--- src/verilog/ddr3_pkg.sv ---
package ddr3_pkg;

  // command codes, {ras_n, cas_n, we_n}
  localparam logic [2:0] cmd_mode = 3'd0;
  localparam logic [2:0] cmd_refr = 3'd1;
  localparam logic [2:0] cmd_prec = 3'd2;
  localparam logic [2:0] cmd_actv = 3'd3;
  localparam logic [2:0] cmd_writ = 3'd4;
  localparam logic [2:0] cmd_read = 3'd5;
  localparam logic [2:0] cmd_zqcl = 3'd6;
  localparam logic [2:0] cmd_noop = 3'd7;

  // 1Gb x16 part, low 3 column bits implied by the BL8 burst
  localparam int tid_bits   = 4;
  localparam int row_bits   = 13;
  localparam int col_bits   = 10;
  localparam int bank_bits  = 3;
  localparam int burst_bits = 3;
  localparam int addr_bits  = row_bits + bank_bits + col_bits - burst_bits;

  // ready held low after each accepted command, in clocks
  localparam int t_rcd       = 3;
  localparam int t_ccd       = 4;
  localparam int t_rp        = 3;
  localparam int t_rfc       = 8;
  localparam int t_mrd       = 4;
  localparam int t_zqinit    = 12;
  localparam int t_refi      = 150;
  localparam int t_init_wait = 20;

  // power-up table length, entries live in the sequencer
  localparam int init_len = 6;

  // counter widths
  localparam int busy_bits = 4;
  localparam int refi_bits = 8;
  localparam int wait_bits = 5;
  localparam int step_bits = 3;

  // scheduler states
  localparam logic [2:0] st_idle = 3'd0;
  localparam logic [2:0] st_actv = 3'd1;
  localparam logic [2:0] st_read = 3'd2;
  localparam logic [2:0] st_writ = 3'd3;
  localparam logic [2:0] st_refr = 3'd4;

  // column view, A10 is auto-precharge
  typedef struct packed {
    logic [row_bits-col_bits-2:0] pad;
    logic                         ap;
    logic [col_bits-1:0]          cadr;
  } ddr3_col_t;

  typedef union packed {
    logic [row_bits-1:0] row;
    ddr3_col_t           col;
  } ddr3_adr_u;

  typedef struct packed {
    logic [2:0]           cmd;
    logic [bank_bits-1:0] ba;
    ddr3_adr_u            adr;
    logic [tid_bits-1:0]  tid;
  } ddr3_cmd_t;

  typedef struct packed {
    logic                 req;
    logic                 lst;
    logic [tid_bits-1:0]  tid;
    logic [addr_bits-1:0] adr;
  } ddr3_req_t;

endpackage

--- src/verilog/ddr3_init.sv ---
`timescale 1ns/100ps
module ddr3_init (
  input  logic                clock,
  input  logic                reset,
  input  logic                cfg_rdy_i,
  output logic                cfg_req_o,
  output logic [2:0]          cfg_cmd_o,
  output logic [2:0]          cfg_ba_o,
  output ddr3_pkg::ddr3_adr_u cfg_adr_o,
  output logic                init_done_o
);
  import ddr3_pkg::*;

  logic [wait_bits-1:0] wait_q;
  logic [step_bits-1:0] step_q;

  // request once the idle time is over, until the table is exhausted
  assign cfg_req_o   = (wait_q == '0) && (step_q != step_bits'(init_len));
  assign init_done_o = (step_q == step_bits'(init_len));

  always_ff @(posedge clock) begin
    if (reset) begin
      wait_q <= wait_bits'(t_init_wait);
      step_q <= '0;
    end else if (wait_q != '0) begin
      wait_q <= wait_q - 1'b1;
    end else if (cfg_req_o && cfg_rdy_i) begin
      step_q <= step_q + 1'b1;
    end
  end

  // init table, mode registers in MR2, MR3, MR1, MR0 order
  always_comb begin
    cfg_cmd_o     = cmd_noop;
    cfg_ba_o      = 3'd0;
    cfg_adr_o.row = '0;
    case (step_q)
      3'd0: begin
        // CWL 6
        cfg_cmd_o     = cmd_mode;
        cfg_ba_o      = 3'd2;
        cfg_adr_o.row = 13'h0008;
      end
      3'd1: begin
        cfg_cmd_o = cmd_mode;
        cfg_ba_o  = 3'd3;
      end
      3'd2: begin
        // DLL on, RTT_nom rzq/4
        cfg_cmd_o     = cmd_mode;
        cfg_ba_o      = 3'd1;
        cfg_adr_o.row = 13'h0004;
      end
      3'd3: begin
        // BL8, CL 6, WR 6, DLL reset
        cfg_cmd_o     = cmd_mode;
        cfg_ba_o      = 3'd0;
        cfg_adr_o.row = 13'h0520;
      end
      3'd4: begin
        // long calibration, A10 high
        cfg_cmd_o     = cmd_zqcl;
        cfg_adr_o.row = 13'h0400;
      end
      3'd5: begin
        // precharge all banks
        cfg_cmd_o     = cmd_prec;
        cfg_adr_o.row = 13'h0400;
      end
      default: begin
        cfg_cmd_o = cmd_noop;
      end
    endcase
  end

  // the step count never runs past the end of the table
  assert property (@(posedge clock) disable iff (reset) step_q <= step_bits'(init_len));

endmodule

--- src/verilog/ddr3_fsm.sv ---
`timescale 1ns/100ps
module ddr3_fsm (
  input  logic                clock,
  input  logic                reset,
  input  ddr3_pkg::ddr3_req_t wr_i,
  input  ddr3_pkg::ddr3_req_t rd_i,
  output logic                wr_ack_o,
  output logic                wr_err_o,
  output logic                rd_ack_o,
  output logic                rd_err_o,
  input  logic                cfg_req_i,
  output logic                cfg_rdy_o,
  input  logic [2:0]          cfg_cmd_i,
  input  logic [2:0]          cfg_ba_i,
  input  ddr3_pkg::ddr3_adr_u cfg_adr_i,
  output logic                ddl_req_o,
  input  logic                ddl_rdy_i,
  input  logic                ddl_ref_i,
  output ddr3_pkg::ddr3_cmd_t ddl_cmd_o
);
  import ddr3_pkg::*;

  logic [2:0] state_q;
  // bus stage, queued column command, and more beats expected
  logic       req_q;
  logic       req_x;
  logic       req_s;
  ddr3_cmd_t  cmd_q;
  ddr3_cmd_t  cmd_x;
  // row and bank opened by the current sequence
  logic [row_bits-1:0]  row_q;
  logic [bank_bits-1:0] ba_q;
  logic                 sel_rd_q;
  logic                 wr_ack_q;
  logic                 wr_err_q;
  logic                 rd_ack_q;
  logic                 rd_err_q;

  logic                 pick_rd_w;
  ddr3_req_t            port_w;
  logic [row_bits-1:0]  row_w;
  logic [bank_bits-1:0] bank_w;
  logic [col_bits-1:0]  col_w;
  ddr3_cmd_t            col_cmd_w;
  ddr3_cmd_t            cfg_word_w;
  logic                 accept_w;
  logic                 load_w;
  logic                 beat_w;
  logic                 match_w;

  // reads win from idle, then the chosen port is kept for the sequence
  assign pick_rd_w = (state_q == st_idle) ? rd_i.req : sel_rd_q;
  assign port_w    = pick_rd_w ? rd_i : wr_i;

  // address split, {row, bank, col[9:3]}
  assign {row_w, bank_w} = port_w.adr[addr_bits-1 -: row_bits + bank_bits];
  assign col_w = {port_w.adr[col_bits-burst_bits-1:0], {burst_bits{1'b0}}};

  always_comb begin
    col_cmd_w              = '0;
    col_cmd_w.cmd          = pick_rd_w ? cmd_read : cmd_writ;
    col_cmd_w.ba           = bank_w;
    col_cmd_w.adr.col.cadr = col_w;
    // last beat closes the row
    col_cmd_w.adr.col.ap   = port_w.lst;
    col_cmd_w.tid          = port_w.tid;
  end

  assign accept_w = req_q & ddl_rdy_i;
  // queued command moves to the bus once the bus frees up
  assign load_w   = req_x & (accept_w | ~req_q);
  // skip a cycle after ack or error, the requester is still changing its port
  assign beat_w   = req_s & port_w.req & ~(wr_ack_q | rd_ack_q | wr_err_q | rd_err_q) &
                    (~req_x | load_w);
  assign match_w  = (row_w == row_q) && (bank_w == ba_q);

  // held in reset, the config port drives the bus directly
  assign cfg_word_w = {cfg_cmd_i, cfg_ba_i, cfg_adr_i, {tid_bits{1'b0}}};
  assign cfg_rdy_o  = ddl_rdy_i;
  assign ddl_req_o  = reset ? cfg_req_i : req_q;
  assign ddl_cmd_o  = reset ? cfg_word_w : cmd_q;

  assign wr_ack_o = wr_ack_q;
  assign wr_err_o = wr_err_q;
  assign rd_ack_o = rd_ack_q;
  assign rd_err_o = rd_err_q;

  always_ff @(posedge clock) begin
    if (reset) begin
      state_q  <= st_idle;
      req_q    <= 1'b0;
      req_x    <= 1'b0;
      req_s    <= 1'b0;
      sel_rd_q <= 1'b0;
      wr_ack_q <= 1'b0;
      wr_err_q <= 1'b0;
      rd_ack_q <= 1'b0;
      rd_err_q <= 1'b0;
    end else begin
      // strobes last one cycle
      wr_ack_q <= 1'b0;
      wr_err_q <= 1'b0;
      rd_ack_q <= 1'b0;
      rd_err_q <= 1'b0;
      case (state_q)
        st_idle: begin
          if (ddl_ref_i) begin
            state_q         <= st_refr;
            req_q           <= 1'b1;
            cmd_q.cmd       <= cmd_refr;
            cmd_q.ba        <= '0;
            cmd_q.adr.row   <= '0;
            cmd_q.tid       <= '0;
          end else if (rd_i.req || wr_i.req) begin
            // activate now, first column command queued behind it
            state_q       <= st_actv;
            sel_rd_q      <= rd_i.req;
            req_q         <= 1'b1;
            cmd_q.cmd     <= cmd_actv;
            cmd_q.ba      <= bank_w;
            cmd_q.adr.row <= row_w;
            cmd_q.tid     <= port_w.tid;
            row_q         <= row_w;
            ba_q          <= bank_w;
            cmd_x         <= col_cmd_w;
            req_x         <= 1'b1;
            req_s         <= ~port_w.lst;
            rd_ack_q      <= rd_i.req;
            wr_ack_q      <= ~rd_i.req;
          end
        end
        st_refr: begin
          if (accept_w) begin
            state_q <= st_idle;
            req_q   <= 1'b0;
          end
        end
        default: begin
          // activate, read or write on the bus
          if (load_w) begin
            state_q <= sel_rd_q ? st_read : st_writ;
            req_q   <= 1'b1;
            cmd_q   <= cmd_x;
          end else if (accept_w || !req_q) begin
            req_q <= 1'b0;
            // nothing queued and no beat to come, sequence is over
            if (!req_s) begin
              state_q <= st_idle;
            end
          end
          if (beat_w && match_w) begin
            cmd_x    <= col_cmd_w;
            req_s    <= ~port_w.lst;
            rd_ack_q <= sel_rd_q;
            wr_ack_q <= ~sel_rd_q;
          end else if (beat_w) begin
            // other row or bank, refuse the beat and end the sequence
            req_s    <= 1'b0;
            rd_err_q <= sel_rd_q;
            wr_err_q <= ~sel_rd_q;
          end
          req_x <= (beat_w & match_w) | (req_x & ~load_w);
        end
      endcase
    end
  end

  // a beat is either taken or refused, never both
  assert property (@(posedge clock) disable iff (reset)
    !(wr_ack_o && wr_err_o) && !(rd_ack_o && rd_err_o));
  // only one port is served per sequence
  assert property (@(posedge clock) disable iff (reset) !(wr_ack_o && rd_ack_o));
  // a presented command holds until the data layer takes it
  assert property (@(posedge clock) disable iff (reset)
    ddl_req_o && !ddl_rdy_i |=> ddl_req_o && $stable(ddl_cmd_o));

endmodule

--- src/verilog/ddr3_ddl.sv ---
`timescale 1ns/100ps
module ddr3_ddl (
  input  logic                clock,
  input  logic                reset,
  input  logic                ddl_req_i,
  input  ddr3_pkg::ddr3_cmd_t ddl_cmd_i,
  output logic                ddl_rdy_o,
  output logic                ddl_ref_o,
  output ddr3_pkg::ddr3_cmd_t cmd_o,
  output logic                cmd_valid_o
);
  import ddr3_pkg::*;

  logic                 accept_w;
  logic [busy_bits-1:0] hold_w;
  logic [busy_bits-1:0] busy_q;
  logic                 rdy_q;
  logic [refi_bits-1:0] refi_q;
  logic                 ref_q;

  assign accept_w    = ddl_req_i & rdy_q;
  assign ddl_rdy_o   = rdy_q;
  assign ddl_ref_o   = ref_q;
  // the accepted command, valid only in its acceptance cycle
  assign cmd_o       = ddl_cmd_i;
  assign cmd_valid_o = accept_w;

  // busy time per command
  always_comb begin
    case (ddl_cmd_i.cmd)
      cmd_actv: hold_w = busy_bits'(t_rcd);
      cmd_read: hold_w = busy_bits'(t_ccd);
      cmd_writ: hold_w = busy_bits'(t_ccd);
      cmd_prec: hold_w = busy_bits'(t_rp);
      cmd_refr: hold_w = busy_bits'(t_rfc);
      cmd_mode: hold_w = busy_bits'(t_mrd);
      cmd_zqcl: hold_w = busy_bits'(t_zqinit);
      default:  hold_w = '0;
    endcase
  end

  // ready drops after acceptance and comes back as the count runs out
  always_ff @(posedge clock) begin
    if (reset) begin
      busy_q <= '0;
      rdy_q  <= 1'b1;
    end else if (accept_w) begin
      busy_q <= hold_w;
      rdy_q  <= (hold_w == '0);
    end else if (busy_q != '0) begin
      busy_q <= busy_q - 1'b1;
      rdy_q  <= (busy_q == busy_bits'(1));
    end
  end

  // refresh interval, free running
  always_ff @(posedge clock) begin
    if (reset) begin
      refi_q <= refi_bits'(t_refi - 1);
      ref_q  <= 1'b0;
    end else begin
      if (refi_q == '0) begin
        refi_q <= refi_bits'(t_refi - 1);
      end else begin
        refi_q <= refi_q - 1'b1;
      end
      // expiry wins over a refresh taken in the same cycle
      if (refi_q == '0) begin
        ref_q <= 1'b1;
      end else if (accept_w && ddl_cmd_i.cmd == cmd_refr) begin
        ref_q <= 1'b0;
      end
    end
  end

  assert property (@(posedge clock) disable iff (reset) rdy_q |-> busy_q == '0);

endmodule

--- src/verilog/ddr3_ctrl.sv ---
`timescale 1ns/100ps
module ddr3_ctrl (
  input  logic                clock,
  input  logic                reset,
  input  ddr3_pkg::ddr3_req_t wr_i,
  input  ddr3_pkg::ddr3_req_t rd_i,
  output logic                wr_ack_o,
  output logic                wr_err_o,
  output logic                rd_ack_o,
  output logic                rd_err_o,
  output ddr3_pkg::ddr3_cmd_t cmd_o,
  output logic                cmd_valid_o,
  output logic                init_done_o
);
  import ddr3_pkg::*;

  logic       fsm_reset_w;
  logic       cfg_req_w;
  logic       cfg_rdy_w;
  logic [2:0] cfg_cmd_w;
  logic [2:0] cfg_ba_w;
  ddr3_adr_u  cfg_adr_w;
  logic       ddl_req_w;
  logic       ddl_rdy_w;
  logic       ddl_ref_w;
  ddr3_cmd_t  ddl_cmd_w;

  // scheduler stays in config pass-through until power-up is done
  assign fsm_reset_w = reset | ~init_done_o;

  ddr3_init ddr3_init_i (
    .clock       (clock),
    .reset       (reset),
    .cfg_rdy_i   (cfg_rdy_w),
    .cfg_req_o   (cfg_req_w),
    .cfg_cmd_o   (cfg_cmd_w),
    .cfg_ba_o    (cfg_ba_w),
    .cfg_adr_o   (cfg_adr_w),
    .init_done_o (init_done_o)
  );

  ddr3_fsm ddr3_fsm_i (
    .clock     (clock),
    .reset     (fsm_reset_w),
    .wr_i      (wr_i),
    .rd_i      (rd_i),
    .wr_ack_o  (wr_ack_o),
    .wr_err_o  (wr_err_o),
    .rd_ack_o  (rd_ack_o),
    .rd_err_o  (rd_err_o),
    .cfg_req_i (cfg_req_w),
    .cfg_rdy_o (cfg_rdy_w),
    .cfg_cmd_i (cfg_cmd_w),
    .cfg_ba_i  (cfg_ba_w),
    .cfg_adr_i (cfg_adr_w),
    .ddl_req_o (ddl_req_w),
    .ddl_rdy_i (ddl_rdy_w),
    .ddl_ref_i (ddl_ref_w),
    .ddl_cmd_o (ddl_cmd_w)
  );

  ddr3_ddl ddr3_ddl_i (
    .clock       (clock),
    .reset       (reset),
    .ddl_req_i   (ddl_req_w),
    .ddl_cmd_i   (ddl_cmd_w),
    .ddl_rdy_o   (ddl_rdy_w),
    .ddl_ref_o   (ddl_ref_w),
    .cmd_o       (cmd_o),
    .cmd_valid_o (cmd_valid_o)
  );

endmodule

--- config.mk ---
export PLATFORM = sky130hd
export DESIGN_NAME = ddr3_ctrl
export DESIGN_NICKNAME = d
export VERILOG_FILES = /design/src/verilog/ddr3_pkg.sv /design/src/verilog/ddr3_init.sv /design/src/verilog/ddr3_fsm.sv /design/src/verilog/ddr3_ddl.sv /design/src/verilog/ddr3_ctrl.sv
export SDC_FILE = /design/constraint.sdc
export NUM_CORES = 1
export LEC_CHECK = 0
export ABC_AREA = 1
export BUFFER_PORTS_ARGS = -buffer_cell sky130_fd_sc_hd__buf_2
export CAP_MARGIN = 30
export CORE_MARGIN = 2
export CORE_UTILIZATION = 35
export CTS_CLUSTER_SIZE = 20
export DETAILED_ROUTE_END_ITERATION = 6
export GPL_TIMING_DRIVEN = 0
export HOLD_SLACK_MARGIN = 0.03
export MAX_ROUTING_LAYER = met4
export PLACE_DENSITY = 0.52
export RECOVER_POWER = 100
export SKIP_CTS_REPAIR_TIMING = 1
export SLEW_MARGIN = 5
export SYNTH_ARGS = -nofsm -noshare
export SYNTH_HDL_FRONTEND = slang
export SYNTH_SLANG_ARGS = --single-unit
--- constraint.sdc ---
create_clock -name clock -period 6.99 [get_ports clock]
set_clock_uncertainty 0.15 [all_clocks]
set_input_delay 0.3495 -clock clock [delete_from_list [all_inputs] [get_ports clock]]
set_output_delay 0.3495 -clock clock [all_outputs]
set_load 0.02 [all_outputs]
==> qor.txt <==
core area - 0.01330 mm²
DR WL/cell - 14.27 µm
MaxCap Viol Count - 1
uppermost routed layer - met4
DR WL met3 - 672 µm
crit path capture type - flop
reg2reg path depth - 14
Sw Share - 24.93%
R2R setup slack - 2.27 ns
clock sinks - 88
commonest cells in the netlist - nand2_1 (180), inv_1 (93), nor2_1 (58), edfxtp_1 (55), nand3_1 (40)
pwr dens - 223.4 mW/mm²
Post-Syn Area - 0.004800 mm²
vias in the first global route - 4007
Tot Pwr - 0.001261 W
final WL - 12700 µm
class of the worst hold path - in -> reg
syn_nets - 679
# port buffers - 88
layout cells sized above 1 - 13.31%
most common cell in the netlist - nand2_1
Final Max Slew Viols - 12
design area - 0.005643 mm²
met2 WL - 5602 µm
worst setup path class - reg -> reg
io pins - 89
maximum vdd drop - 0.1052 mV
Skew-Pair Late Insertion Delay - 0.34 ns
Final Setup Violations - 0
asr flop ratio synth - 0%
Highest Clock Rate - 211.8 MHz
Hold Path Origin - reset
# rows - 42
placed instance area - 0.005520 mm²
crit path launch - ddr3_fsm_i.state_q[0]
All-Layer GR Usage - 18.63%
post-synth top area share - 34.41%
YS warnings - 0
DRC violations left - 0
initial antenna violation count - 0
fill count - 1420
RSZ-0062 raised after global routing - no
Area Overhead vs Synth - 17.57%
worst reg2reg endpoint - ddr3_fsm_i.cmd_x[8]
Pre-antenna DRT Iters - 5
Combinational Power Share - 13.5%
Switch Pwr - 0.0003143 W
Synth Register Bits - 88
GRT overflow - 0
largest net degree at the start of global routing - 17
Synth cell types - 44
CTS root buf - clkbuf_16
via/cell ratio - 4.671
slew at the pin with the worst max-slew slack - 1.632 ns
CP peak stage delay - 0.67 ns
Period minus WS final - 4.722 ns
Fin Hold WS - 0.1165 ns
hpwl dp - 9814 µm
Leak - 2.607 nW
routed vias - 4157
hold path endpoint - ddr3_init_i.step_q[2]
Mapped Avg Cell Area - 7.894 µm²
Worst EP arrival - 4.54 ns
Post-synth top flop - edfxtp_1
Post-synth EDFFs - 55
H-tree Lvls - 3
die height - 121.1 µm
Setup TNS Final - 0 ns
Clock Power Share - 39.9%
antenna diode count - 0
Num CTS Buffers - 9
antenna-violating nets left - 0
Rel. slew slack - -9.427%
Initial DRC Count - 192
most frequent CP cell - nand2_1
FF-to-FF Start - ddr3_fsm_i.state_q[0]
area of the multi-input gates - 0.001961 mm²
sequential share of power - 46.6%
Seq/Total Area, Yosys - 48.18%
met1 WL - 6175 µm
Initial Utilization - 36.10%
register area - 0.002312 mm²
crit path max fanout - 16
full die area - 0.01467 mm²
Critical Path RT - 6.81 ns
Pint - 0.0009463 W
first-pass GRT wire length - 20180 µm
startpoint types - flop
Hold Fails Final Rpt - 0
Final Wtd Congestion - 0.8902
TritonCTS clock tree - built
Synth area leader - edfxtp_1
instance count of the mapped netlist - 608
run status - finished with violations
nets@finish - 780
clock-pin slew on the worst setup and hold paths - 0.06 ns
failing checks - capacitance limit, slew limit
worst path cell trace - nor2_1 > nand2_1 > nand2_1 > nand2_1 > clkbuf_1 > o21ai_0 > nand2_1 > nand2_1 > nand2_1 > nor2_1 > nand3_1 > nand2_1 > nand2_1 > nor2_2
Clock Tree Buf Depth - 2
final period utilization - 67.55%
Die X - 121.1 µm
Worst Hold Depth - 2
top cells by area, synth - edfxtp_1 (34%), nand2_1 (14%), dfxtp_1 (14%)
Slowest cell on crit path - nor2_2
==> cell families after synthesis <==
kind of cell | count (synthesis) | synth area share [%]
fa+ha+maj | 11 | 2.868
flops | 88 | 48.18
simple gates | 311 | 28.39
buf+inv | 110 | 9.306
compound gates | 81 | 9.984
xor+xnor | 7 | 1.277
==> per-layer routing <==
layer | vias to the layer above | track usage (%)
li1 | 2162 | -
met1 | 1876 | 24.84
met2 | 103 | 28.90
met3 | 16 | 2.632
met4 | 0 | 6.977
met5 | - | -
==> layout make-up <==
class                   instances  area share, %
inverters                      95          6.319
flip-flops and latches         88          40.98
clock buffers                  13          5.366
well taps                     176          3.902
plain buffers                  15          1.020
multi-input cells             410          34.75
clock inverters                 3         0.3326
repair buffers                 90          7.339
==> state kept, by name (all words and copies together) (netlist names), 3 cells and up <==
signal,count
ddr3_fsm_i.cmd_q,23
ddr3_ddl_i.refi_q,8
ddr3_fsm_i.state_q,3
ddr3_init_i.step_q,3
ddr3_ddl_i.busy_q,4
ddr3_init_i.wait_q,5
ddr3_fsm_i.cmd_x,16
ddr3_fsm_i.ba_q,3
ddr3_fsm_i.row_q,13
==> layout by cell type (no fill, tap or decap), types with 4 or more instances in the layout <==
master	count
a21oi_1	18
a22o_1	4
buf_2	62
clkbuf_1	43
clkbuf_16	11
dfxtp_1	33
edfxtp_1	55
ha_1	11
inv_1	93
nand2_1	187
nand3_1	42
nor2_1	60
nor3_1	5
o211ai_1	4
o21ai_0	37
or2_2	6
xor2_1	5
==> how the worst max path moves through the flow <==
stage,end,slack (ns)
2_1_floorplan,ddr3_fsm_i.cmd_q[0],3.60
3_3_place_gp,ddr3_fsm_i.cmd_q[1],2.41
3_5_place_dp,ddr3_fsm_i.cmd_x[11],3.65
4_1_cts,ddr3_fsm_i.cmd_x[19],3.64
5_1_grt,ddr3_fsm_i.cmd_x[12],1.91
6_report,ddr3_fsm_i.cmd_x[8],2.27
==> per-stage QoR <==
stage	worst slack [ns]	cells	util, %
5_1_grt	1.907	890	42.44
3_3_place_gp	2.410	872	41.07
6_report	2.268	890	42.44
3_5_place_dp	3.649	874	41.52
4_1_cts	3.635	890	43.94
2_1_floorplan	3.604	608	-
==> power by group through the flow <==
| stage | sequential, W | clock [W] | combinational, W |
|---|---|---|---|
| after detailed placement | 0.000599 | 0 | 0.000175 |
| after global placement | 0.000598 | 0 | 0.000170 |
| final | 0.000588 | 0.000502 | 0.000171 |
| after global routing | 0.000590 | 0.000539 | 0.000200 |
| after floorplan | 0.000595 | 0 | 0.000125 |
| after CTS | 0.000588 | 0.000515 | 0.000176 |
==> worst max-delay path, delay by kind of cell, from the launching register on <==
kind,cells,cell delay [ns]
flip-flops,1,0.31
buffers and inverters,1,0.39
AND/OR/NAND/NOR,12,2.94
AO/OA/AOI/OAI,1,0.53
No activity file was read; power rests on OpenSTA's default activity.
